$ cat src/hdl/ghtPkg.sv
// GHT table definitions
`default_nettype none

package ghtPkg;

    // table geometry
    localparam int IndexWidth = 16;
    localparam int HistWidth = 8;
    localparam int CounterWidth = 2;
    localparam int NumBanks = 8;
    localparam int RowsPerBank = 32;
    localparam int ColsPerRow = 256;

    typedef logic [IndexWidth-1:0] tableIndex;
    typedef logic [CounterWidth-1:0] counterVal;
    typedef logic [2:0] bankSel;
    typedef logic [4:0] rowSel;
    typedef logic [7:0] colSel;

    // valid doubles as the write strobe
    typedef struct packed {
        logic valid;
        tableIndex index;
        counterVal counter;
    } writeReq;

    // bank is index bits 7:6 joined with bit 0
    function automatic bankSel bankOf(tableIndex idx);
        return {idx[7:6], idx[0]};
    endfunction

    function automatic rowSel rowOf(tableIndex idx);
        return idx[5:1];
    endfunction

    function automatic colSel colOf(tableIndex idx);
        return idx[15:8];
    endfunction

endpackage

`default_nettype wire

$ cat src/hdl/ghtLookup.sv
// GHT lookup stage
`default_nettype none

module ghtLookup (
    input  wire                                           clk,
    input  wire                                           rst,
    input  wire                                           lookupEn,
    input  wire ghtPkg::tableIndex                        fetchAddr,
    input  wire [ghtPkg::HistWidth-1:0]                   history,
    input  wire ghtPkg::counterVal [ghtPkg::NumBanks-1:0] bankCounters,
    output ghtPkg::rowSel                                 readRow,
    output ghtPkg::colSel                                 readCol,
    output logic                                          predValid,
    output ghtPkg::counterVal                             predCounter
);
    import ghtPkg::*;

    tableIndex hashedIndex;
    tableIndex lookupIndex;

    // history lands on the column bits
    assign hashedIndex = fetchAddr ^ {history, {(IndexWidth - HistWidth){1'b0}}};

    always_ff @(posedge clk) begin
        if (lookupEn) begin
            lookupIndex <= hashedIndex;
        end
    end

    always_ff @(posedge clk) begin
        if (rst) begin
            predValid <= 1'b0;
        end else begin
            predValid <= lookupEn;
        end
    end

    assign readRow = rowOf(lookupIndex);
    assign readCol = colOf(lookupIndex);

    // every bank reads the same row and column, keep the one addressed
    assign predCounter = bankCounters[bankOf(lookupIndex)];

endmodule

`default_nettype wire

$ cat config.mk
export PLATFORM = sky130hd
export DESIGN_NAME = ghtLookup
export DESIGN_NICKNAME = d
export VERILOG_FILES = /design/src/hdl/ghtPkg.sv /design/src/hdl/ghtLookup.sv
export SDC_FILE = /design/constraint.sdc
export NUM_CORES = 1
export LEC_CHECK = 0
export BUFFER_PORTS_ARGS = -buffer_cell sky130_fd_sc_hd__buf_2
export CORE_MARGIN = 3
export CORE_UTILIZATION = 39
export DETAILED_ROUTE_END_ITERATION = 16
export PLACE_DENSITY = 0.87
export SYNTH_ARGS = -nofsm -noshare
export SYNTH_HDL_FRONTEND = slang
export SYNTH_SLANG_ARGS = --single-unit
$ cat constraint.sdc
create_clock -name clk -period 1.8 [get_ports clk]
set_input_delay 0.36 -clock clk [delete_from_list [all_inputs] [get_ports clk]]
set_output_delay 0.36 -clock clk [all_outputs]
set_load 0.1 [all_outputs]
== Yosys cells after proc, flatten, opt, wreduce, memory -nomap -nowiden ==
Cells that the tools add are included.
Operators by class
  order comparisons: 1
  mux-type cells: 2
  bitwise operators: 1
Operators with widths (count)
  16-bit XOR: 1
  2-bit binary-select mux with 3-bit select: 1
  3-bit by 4-bit < comparator with 1-bit output, second input constant: 1
  2-bit two-way mux: 1
Storage, ports and cells
  flip-flop bits (word level): 17
  output and inout bits: 16

== Longest topological paths before layout ==
  depth after elaboration: 2
  depth in mapped cells: 2
  depth with buffers taken out: 2

== Worst setup path before layout ==
No wires, ideal clock.
  kind: register to output
  start: register lookupIndex[0]
  end: output port predCounter[0]
  data arrival time: 1.438 ns
  setup slack: 0.002 ns
  cell stages (with the launch flop): 3
  buffers on the path: 0
  path through: edfxtp_1 -> mux4_1 -> mux2_2
Between the ends
  cells in the longest elaborated chain, start to end: 2
Ends and longest elaborated chain
  from (decl): line ghtLookup.sv:19  | tableIndex lookupIndex;
  from (signal assigned): line ghtLookup.sv:26  | lookupIndex <= hashedIndex;
  2-bit binary-select mux with 3-bit select: line ghtLookup.sv:42  | assign predCounter = bankCounters[bankOf(lookupIndex)];
  2-bit two-way mux (not written as such): line ghtLookup.sv:42
  to (decl): line ghtLookup.sv:14  | output ghtPkg::counterVal predCounter
No other way between the ends. The select of a mux whose other input is x is not followed.

== Worst setup path after layout ==
  start: register lookupIndex[0]
  end: output port predCounter[1]
Same word-level chain as after synthesis.

==> results_dict.tcl <==
set metrics [dict create \
    setup-violations-final 2 \
    grt_pass1_vias 529 \
    detailed_route_vias_per_instance 4.38 \
    p_leak_uw 0.000498 \
    nets 138 \
    grt.total_usage_pct 12.7 \
    synth.avg_cell_area_sq_um 17.8 \
    fmax_mhz 470 \
    die_area_sq_mm 0.00264 \
    path_max_fanout 4 \
    overflow 0 \
    slew-limit-headroom_pct 67.3 \
    clock_tree.buffer_depth 2 \
    kind_of_cell_adding_the_most_delay_to_the_critical_path "multiplexers" \
    p_per_area_mw_per_mm2 1040 \
    grt_first_pass_wirelength_um 2370 \
    final_core_util_pct 58.4 \
    timing.final.ws_setup_ns -0.327 \
    num_io_pins 59 \
    synth.cell_area_sq_um 802 \
    cts.sinks 17 \
    postCtsSetupRepairBufs 0 \
    crit_buf_inv 1 \
    tritoncts "yes" \
    setup_tns_ns -0.641 \
    hold_path.class "in -> reg" \
    max_cap_viol_count 0 \
    die_w_um 51.4 \
    ir_worst_vdd_mv 0.430 \
    max_slew.worst_pin.slew_ns 0.493 \
    placer_s_final_routability_congestion_estimate 0.591 \
    cts.hold.buffers_added 0 \
    std_cell_rows 15 \
    outcome "finished with violations" \
    tritoncts.num_buffers 3 \
    crit_arrival_ns 1.77 \
    pre_cts_ws_ns -0.119 \
    worst-endpoint-required_ns 1.44 \
    drive_above_1_share_pct 71.3 \
    wire_per_inst_um 13.9 \
    hold_violations 0 \
    timing.critical_path.cells "mux4_2, mux2_4, buf_12" \
    largest_net_degree_at_the_start_of_global_routing 18 \
    drt-total-wl_um 1660 \
    coreArea_sq_mm 0.00184 \
    filler_instances 183 \
    yosys_warnings 0 \
    final_antenna_net_count 0 \
    syn_inst 45 \
    violated_checks "negative setup slack" \
    clk_pin_slew_ns 0.09 \
    die_y_um 51.4 \
    timing.critical_path.slowest_cell_delay_ns 0.54 \
    antenna_found_initial 0 \
    finalPower_uw 1110 \
    synth_cell_types 7 \
    cp-start-kind "flip-flop" \
    timing.setup.critical_path_class "reg -> out" \
    area_growth_syn_to_layout_pct 34.0 \
    synth-seq-area-share_pct 62.4 \
    drc 0 \
    crit_slowest_cell "sky130_fd_sc_hd__mux4_2" \
    num_vias 521 \
    worstSetupPathDepth 3 \
    unrepaired_setup_endpoints_after_global_routing "true" \
    report.final.slew_viol_count 0 \
    drt_iter0_drc 7 \
    antenna_cells 0 \
    synth_fp_nets 88 \
    effective_utilization_at_floorplan_pct 43.6 \
    port_buffers 58 \
    hold-path-cell-count 2 \
    detailedRoute.firstPassIterationCount 2 \
    ctsRootBufferMaster "sky130_fd_sc_hd__clkbuf_4" \
    worstSetupEndpointType "output pin" \
    layout_min_cycle_time_ns 2.13 \
    ys_ff_latch 17 \
    h-tree-depth 1 \
    layout_worst_path_cycle_share_pct 118 \
]
## registers in the layout (all words and copies together), names as in the netlist
| register | flops |
|---|---|
| predValid | 1 |
| lookupIndex | 16 |
## routing by layer
metal | vias to the layer above | share of wire, % | track usage [%]
met5 | - | 0 | 0
met4 | 0 | 0.97 | 5.24
met3 | 2 | 14 | 4.37
met2 | 42 | 51 | 24.5
met1 | 226 | 35 | 11.8
li1 | 251 | - | -
## final cells by class
class | instances | area, sq um | share of cell area (%)
tap | 25 | 31.3 | 2.91
multi-input combinational | 15 | 196 | 18.3
clock buffer | 4 | 26.3 | 2.44
sequential | 17 | 500 | 46.6
timing repair buffer | 58 | 320 | 29.8
## through the flow
step	instance area (sq um)	cells	hold WS [ns]
after floorplan	802	45	0.432
after detailed placement	1030	115	0.527
final	1070	119	0.232
after global placement	1030	115	0.523
after global routing	1070	119	0.217
after CTS	1070	119	0.223
## path summary, 6_finish.rpt
| path | startpoint | slack (ns) | to |
|---|---|---|---|
| worst max-delay path | lookupIndex[0] | -0.33 | predCounter[1] |
| worst min-delay path | rst | 0.23 | predValid |
## placed cells by master, fill, tap and decap left out, drive strengths merged
cell type and n:
edfxtp 16, mux4 4, buf 58, nor2b 1, clkbuf 4, mux2 2, dfxtp 1, xor2 8
## cells by family after synthesis
logic type                share of synthesized area, %
muxes                                             15.9
buffers and inverters                             12.2
and+or+nand+nor                                  0.781
DFF                                               62.4
xor gates and xnor gates                          8.74
## report_power, final
group,internal (uW),switching (uW),total [uW]
Sequential,474,14.4,488
Clock,85.8,105,191
Combinational,115,321,436
## cell usage after synthesis, drive strengths merged
cell	number	area share, %
dfxtp	1	2.5
buf	13	12
mux4	4	13
nor2b	1	0.78
edfxtp	16	60
mux2	2	2.8
xor2	8	8.7
## repair_timing
| item | in CTS | in global routing |
|---|---|---|
| pin swaps | 0 | 0 |
| gates resized for setup | 14 | 0 |
| hold endpoints to repair | 0 | 0 |
| endpoints found under the setup margin | 2 | 2 |
No activity file was read; power rests on OpenSTA's default activity.
