===== src/hdl/ghtPkg.sv =====
// GHT table definitions
`default_nettype none

package ghtPkg;

    // table geometry
    localparam int IndexWidth = 16;
    localparam int HistWidth = 8;
    localparam int CounterWidth = 2;
    localparam int NumBanks = 8;
    localparam int RowsPerBank = 32;
    localparam int ColsPerRow = 256;

    typedef logic [IndexWidth-1:0] tableIndex;
    typedef logic [CounterWidth-1:0] counterVal;
    typedef logic [2:0] bankSel;
    typedef logic [4:0] rowSel;
    typedef logic [7:0] colSel;

    // valid doubles as the write strobe
    typedef struct packed {
        logic valid;
        tableIndex index;
        counterVal counter;
    } writeReq;

    // bank is index bits 7:6 joined with bit 0
    function automatic bankSel bankOf(tableIndex idx);
        return {idx[7:6], idx[0]};
    endfunction

    function automatic rowSel rowOf(tableIndex idx);
        return idx[5:1];
    endfunction

    function automatic colSel colOf(tableIndex idx);
        return idx[15:8];
    endfunction

endpackage

`default_nettype wire


===== src/hdl/ghtWriteSched.sv =====
// GHT write scheduler
`default_nettype none

module ghtWriteSched #(
    parameter int NumSweepRows = ghtPkg::RowsPerBank
) (
    input  wire                                   clk,
    input  wire                                   rst,
    input  wire ghtPkg::writeReq                  wrPort0,
    input  wire ghtPkg::writeReq                  wrPort1,
    output ghtPkg::writeReq [ghtPkg::NumBanks-1:0] bankWrites,
    output logic [$bits(ghtPkg::rowSel):0]        clearRow,
    output logic                                  initBusy
);
    import ghtPkg::*;

    localparam int CountWidth = (NumSweepRows > 1) ? $clog2(NumSweepRows) : 1;

    logic [CountWidth-1:0] sweepCount;
    rowSel sweepRow;
    tableIndex sweepIndex;
    writeReq spill;
    bankSel bank0;
    bankSel bank1;
    bankSel spillBank;
    logic direct0;
    logic direct1;
    logic conflict1;
    logic save0;
    logic save1;

    // clear sweep, one row per cycle after reset
    always_ff @(posedge clk) begin
        if (rst) begin
            initBusy <= 1'b1;
            sweepCount <= '0;
        end else if (initBusy) begin
            sweepCount <= sweepCount + 1'b1;
            if (sweepCount == CountWidth'(NumSweepRows - 1)) begin
                initBusy <= 1'b0;
            end
        end
    end

    assign sweepRow = rowSel'(sweepCount);
    assign clearRow = {initBusy, sweepRow};

    always_comb begin
        sweepIndex = '0;
        sweepIndex[$bits(rowSel):1] = sweepRow;
    end

    assign bank0 = bankOf(wrPort0.index);
    assign bank1 = bankOf(wrPort1.index);
    assign spillBank = bankOf(spill.index);

    // spill owns its bank this cycle, port 0 beats port 1
    assign direct0 = !initBusy && wrPort0.valid && !(spill.valid && bank0 == spillBank);
    assign save0 = !initBusy && wrPort0.valid && !direct0;
    assign conflict1 = (wrPort0.valid && bank1 == bank0) || (spill.valid && bank1 == spillBank);
    assign direct1 = !initBusy && wrPort1.valid && !conflict1;
    assign save1 = !initBusy && wrPort1.valid && conflict1;

    always_ff @(posedge clk) begin
        if (rst) begin
            spill.valid <= 1'b0;
        end else if (save1) begin
            spill <= wrPort1;
        end else if (save0) begin
            spill <= wrPort0;
        end else begin
            spill.valid <= 1'b0;
        end
    end

    always_comb begin
        for (int b = 0; b < NumBanks; b++) begin
            bankWrites[b] = '0;
            if (initBusy) begin
                bankWrites[b].valid = 1'b1;
                bankWrites[b].index = sweepIndex;
            end else if (spill.valid && spillBank == bankSel'(b)) begin
                bankWrites[b] = spill;
            end else if (direct0 && bank0 == bankSel'(b)) begin
                bankWrites[b] = wrPort0;
            end else if (direct1 && bank1 == bankSel'(b)) begin
                bankWrites[b] = wrPort1;
            end
        end
    end

    singleSpill: assert property (
        @(posedge clk) disable iff (rst)
        !(save0 && save1)
    ) else $error("two writes need the spill entry in one cycle");

endmodule

`default_nettype wire


===== config.mk =====
export PLATFORM = sky130hd
export DESIGN_NAME = ghtWriteSched
export DESIGN_NICKNAME = d
export VERILOG_FILES = /design/src/hdl/ghtPkg.sv /design/src/hdl/ghtWriteSched.sv
export SDC_FILE = /design/constraint.sdc
export NUM_CORES = 1
export LEC_CHECK = 0
export BUFFER_PORTS_ARGS = -buffer_cell sky130_fd_sc_hd__clkbuf_2
export CAP_MARGIN = 20
export CORE_MARGIN = 2
export CORE_UTILIZATION = 35
export DETAILED_ROUTE_END_ITERATION = 8
export HOLD_SLACK_MARGIN = 0.06
export PLACE_DENSITY = 0.61
export SLEW_MARGIN = 20
export SYNTH_ARGS = -nofsm -noshare
export SYNTH_HDL_FRONTEND = slang
export SYNTH_SLANG_ARGS = --single-unit

===== constraint.sdc =====
create_clock -name clk -period 2.3 [get_ports clk]
set_input_delay 0.23 -clock clk [delete_from_list [all_inputs] [get_ports clk]]
set_output_delay 0.23 -clock clk [all_outputs]
set_load 0.02 [all_outputs]

Word-level counts from Yosys, hierarchy flattened
Cells that the tools add are included.
{"block": "op_classes", "n_mux": 45, "n_eq_ne": 25, "reduce_logical": 43, "add_sub_neg": 1, "n_bitwise": 1}
{"op": "2-to-1 mux 19 bit", "n": 25}
{"op": "2-to-1 mux 17 bit", "n": 8}
{"op": "== test 3 bit, second input constant", "n": 12}
{"op": "logical AND 1 bit", "n": 33}
{"op": "== test 3 x 2 -> 1 bit, second input constant", "n": 6}
{"op": "2-to-1 mux 18 bit", "n": 1}
{"op": "2-to-1 mux 2 bit", "n": 8}
{"op": "== test 3 x 1 -> 1 bit, second input constant", "n": 3}
{"op": "== test 3 bit", "n": 3}
{"op": "zero test 3 bit", "n": 3}
{"op": "adder 5 x 1 -> 5 bit, second input constant", "n": 1}
{"op": "== test 5 bit, second input constant", "n": 1}
{"op": "zero test 1 bit", "n": 4}
{"op": "2-to-1 mux 1 bit", "n": 3}
{"op": "AND reduction 2 bit", "n": 1}
{"op": "nonzero test 2 bit", "n": 1}
{"op": "logical OR 1 bit", "n": 1}
{"op": "inverter 1 bit", "n": 1}
{"block": "totals", "input_bits": 40, "output_inout_bits": 159, "regBits": 25}

Depth between registers and ports, before layout
{"block": "depth", "depth_word": 10, "mapped_depth": 7}

Least setup slack after synthesis
OpenSTA, ideal clock, no wires.
{"block": "synth_path", "path_kind": "flip-flop to flip-flop", "from": "reg initBusy", "to": "reg spill[0] (netlist name) (enable)", "period_less_slack_ns": 2.482, "path_stages_with_launch": 6, "setup_time_ns": 0.399, "slack_ns": -0.182, "t_arrival_ns": 2.083, "required_time_ns": 1.901, "path_cell_list": "dfxtp_1 -> clkbuf_2 -> buf_2 -> buf_2 -> nand3b_1 -> a21oi_1"}
{"block": "synth_via", "elab_chain_len": 7, "word_cells_on_any_way": 9, "cone_classes": "9 x reduce/logical"}
{"element": "start: declaration", "line_no": "ghtWriteSched.sv:13", "text": "output logic initBusy"}
{"element": "start signal: assignment", "line_no": "ghtWriteSched.sv:35", "text": "initBusy <= 1'b1;"}
{"element": "start signal: assignment", "line_no": "ghtWriteSched.sv:40", "text": "initBusy <= 1'b0;"}
{"element": "zero test 1 bit *", "line_no": "ghtWriteSched.sv:58, ghtWriteSched.sv:59, ghtWriteSched.sv:62"}
{"element": "logical AND 1 bit", "line_no": "ghtWriteSched.sv:58, ghtWriteSched.sv:59"}
{"element": "logical AND 1 bit", "line_no": "ghtWriteSched.sv:58", "text": "assign direct0 = !initBusy && wrPort0.valid && !(spill.valid && bank0 == spillBank);"}
{"element": "zero test 1 bit", "line_no": "ghtWriteSched.sv:59", "text": "assign save0 = !initBusy && wrPort0.valid && !direct0;"}
{"element": "logical AND 1 bit", "line_no": "ghtWriteSched.sv:59"}
{"element": "nonzero test 2 bit (no line) *"}
{"element": "AND reduction 2 bit (no line) *"}
{"element": "end signal: assignment", "line_no": "ghtWriteSched.sv:68", "text": "spill <= wrPort1;"}
{"element": "end signal: assignment", "line_no": "ghtWriteSched.sv:70", "text": "spill <= wrPort0;"}
{"element": "end: declaration", "line_no": "ghtWriteSched.sv:22", "text": "writeReq spill;"}
Mark *: on every way between the ends. The rest lies on a longest branch, timed or not.
A chain may end at the register's enable or synchronous reset.

==> impl_metrics.csv <==
group,metric,value,unit
outcome,status,"finished, violations left",
outcome,violations,"negative setup slack",
critical_path,start_kind,"flop",
detailed_routing,num_vias,6534,
timing,whs,0.291,ns
timing,worst_slack,-0.107,ns
logic_synthesis,synthArstFlopShare,0,%
logic_synthesis,synth.most_common_cell,"a31oi_1",
floorplanning,die_area,0.0141,mm²
grt,track_usage,27.4,%
floorplanning,initial_core_util,36.2,%
clock_tree,cts-root-buf,"clkbuf_16",
final_layout,final_nets,875,
detailed_routing,drtPass1Iterations,7,
timing,skew,0.00240,ns
logic_synthesis,synth_top_area_share,13.4,%
floorplanning,core,0.0127,mm²
final_layout,multi_input_area,0.00455,mm²
timing,slew_headroom,37.6,%
final_layout,insertedDiodeCount,0,
logic_synthesis,postSynthAreaPerCell,7.13,µm²
critical_path,crit_family,"buffers and inverters",
clock_tree,h-tree-depth,1,
clock_tree,clock_sinks,25,
detailed_routing,drtIter0Drc,1001,
timing,max_freq,415,MHz
clock_tree,numCtsBuffers,3,
detailed_routing,vias_per_cell,6.51,
grt,grt.overflow.total,0,
final_layout,final-seq-area,684,µm²
timing,min_period,2.41,ns
logic_synthesis,yosysWarnings,0,
logic_synthesis,synth.distinct_cells,52,
clock_tree,clockBufferDepth,2,
detailed_routing,avgRoutedWirePerCell,22.9,µm
placement,dp.final_hpwl,15600,µm
logic_synthesis,netlist_area,0.00460,mm²
critical_path,crit_path_max_incr_delay,0.47,ns
logic_synthesis,synth_enable_flop_cells,18,
detailed_routing,wl,23000,µm
logic_synthesis,synth_top_cell_by_area,"nor3b_1",
grt,grt_pass1_vias,5646,
placement,post_dp_cell_area,0.00587,mm²
detailed_routing,ant_nets,0,
placement,port_buffers,186,
floorplanning,fp.dieH,119,µm
final_layout,syn2layout_area_growth,67.7,%
clock_tree,hold_buffers,0,
critical_path,worstPathRequired,2.07,ns
timing,hold_viol,0,
grt,antenna_found_initial,0,
clock_tree,clk_latency,0.26,ns
critical_path,crit_path_end_kind,"output pin",
detailed_routing,highest_layer,"met4",
critical_path,critPathArrivalTime,2.18,ns
logic_synthesis,synth_commonest_cells,"87 x a31oi_1, 82 x nor3b_1, 60 x o21ai_0, 41 x clkbuf_1, 37 x a21oi_1",
final_layout,stdcell_count,1004,
logic_synthesis,yosys_most_used_dff,"edfxtp_1",
hold_path,hold_path.class,"in2reg",
grt,grt_max_degree,96,
detailed_routing,dr_wl_met3,2220,µm
job,cap_violations,0,
critical_path,crit_buf_inv,4,
logic_synthesis,postSynthCellCount,645,
grt,grt_pass1_wl,31400,µm
timing,setup_viol,71,
logic_synthesis,ys_top_cells_by_area,"nor3b_1 13%, a31oi_1 12%, edfxtp_1 12%",
clock_tree,cts_tree,"yes",
critical_path,cp_max_fo,10,
placement,place_inst,978,
timing,tightest_slew,0.936,ns
power,power_leakage,2.98,nW
logic_synthesis,yosysSeqAreaShare,14.8,%
detailed_routing,drcViolationCount,0,
floorplanning,ios,199,
floorplanning,fp.dieW,119,µm
clock_tree,cts.clk_slew.worst_paths,0.06,ns
floorplanning,rows,41,
power,power_density,179,mW/mm²
timing,period_share,105,%
detailed_routing,wl_met1,9240,µm
critical_path,path_cells,"xnor2_2, buf_6, a41oi_4, buf_12, buf_16, a31oi_1, o21ai_1, clkbuf_4",
critical_path,slowest_stage,"edfxtp_1",
timing,drv_slew,0,
final_layout,final_design_area_no_fill,0.00772,mm²
critical_path,critical_path_class,"reg2out",
final_layout,drive_gt1_share,50.2,%
power,peakVddDrop,244,µV
detailed_routing,wl_met2,10800,µm
placement,place.gp.congestion,0.944,
logic_synthesis,ys_seq_elements,25,
final_layout,fillCellCount,1123,
timing,rsz0062_at_grt,"yes",
==> path summary, 6_finish.rpt <==
kind                          to  cells after the start  slack, ns          start
setup / recovery  bankWrites[29]                      8      -0.11       spill[8]
setup reg to reg       spill[12]                      5       0.10       spill[2]
hold / removal     sweepCount[4]                      2       0.29            rst
hold reg to reg    sweepCount[4]                      2       0.55  sweepCount[4]
==> metrics by stage <==
stage	setup slack (ns)	power, mW	TNS (ns)	util (%)
after CTS	-0.0656	1.31	-2.19	51.0
after global placement	0.0483	0.911	0	46.2
final	-0.107	1.38	-2.42	60.7
after global routing	-0.230	1.43	-10.34	60.7
after detailed placement	-0.0169	0.915	-0.334	46.2
after floorplan	0.196	0.757	0	-
==> worst reg2reg max path: cells and delay by family, from the launching register on <==
kind	cells	cell delay, ns
buffers and inverters	1	0.13
XOR/XNOR	1	0.27
AND/OR/NAND/NOR	1	0.33
flip-flops	1	0.49
AO/OA/AOI/OAI	2	0.60
==> layout make-up <==
class | count | share of cell area, %
multi-input cells | 523 | 58.9
repair buffers | 269 | 27.9
flip-flops and latches | 25 | 8.87
well taps | 172 | 2.79
clock buffers | 4 | 1.02
inverters | 11 | 0.535
==> per-layer routing <==
layer	track usage, %	vias up
met5	0	-
met2	43.6	448
met1	39.1	3148
li1	-	2874
met4	8.04	0
met3	2.85	64
==> report_power, final <==
part	total [mW]	switching (mW)	internal [mW]
combinational	0.505	0.329	0.176
clock	0.384	0.147	0.237
sequential	0.491	0.00589	0.485
==> state kept, by name, indices dropped and copies added, names as in the netlist <==
register and cells:
initBusy 1, sweepCount 5, spill 19
==> layout by cell type (no fill, tap or decap), types with 25 or more instances in the layout <==
cell,synthesis,layout
a21oi_1,37,36
a31oi_1,87,61
buf_2,26,28
buf_4,17,124
buf_6,0,28
clkbuf_2,3,63
nand2_1,33,28
nor3b_1,82,53
o21ai_1,10,49
o221ai_2,0,25
==> kinds of logic (layout without fill, tap and decap cells) <==
family                   Yosys count  in the layout  share of synthesized area [%]
AO/OA/AOI/OAI                    256            256                           35.2
XOR/XNOR                          12             12                           2.77
adder cells (fa/ha/maj)            2              2                          0.544
buffers and inverters            109            284                           11.1
flip-flops                        25             25                           14.8
multiplexers                      20             20                           4.84
other                              1             12                         0.0815
AND/OR/NAND/NOR                  220            221                           30.7
==> timing repair <==
item | CTS | global route
setup buffers | 6 | 10
pin swaps | 13 | 53
hold endpoints to repair | 0 | 0
cloned | 2 | 5
gates resized for setup | 111 | 352
endpoints found under the setup margin | 135 | 131
Note: power is estimated with default switching activity, not from simulation.
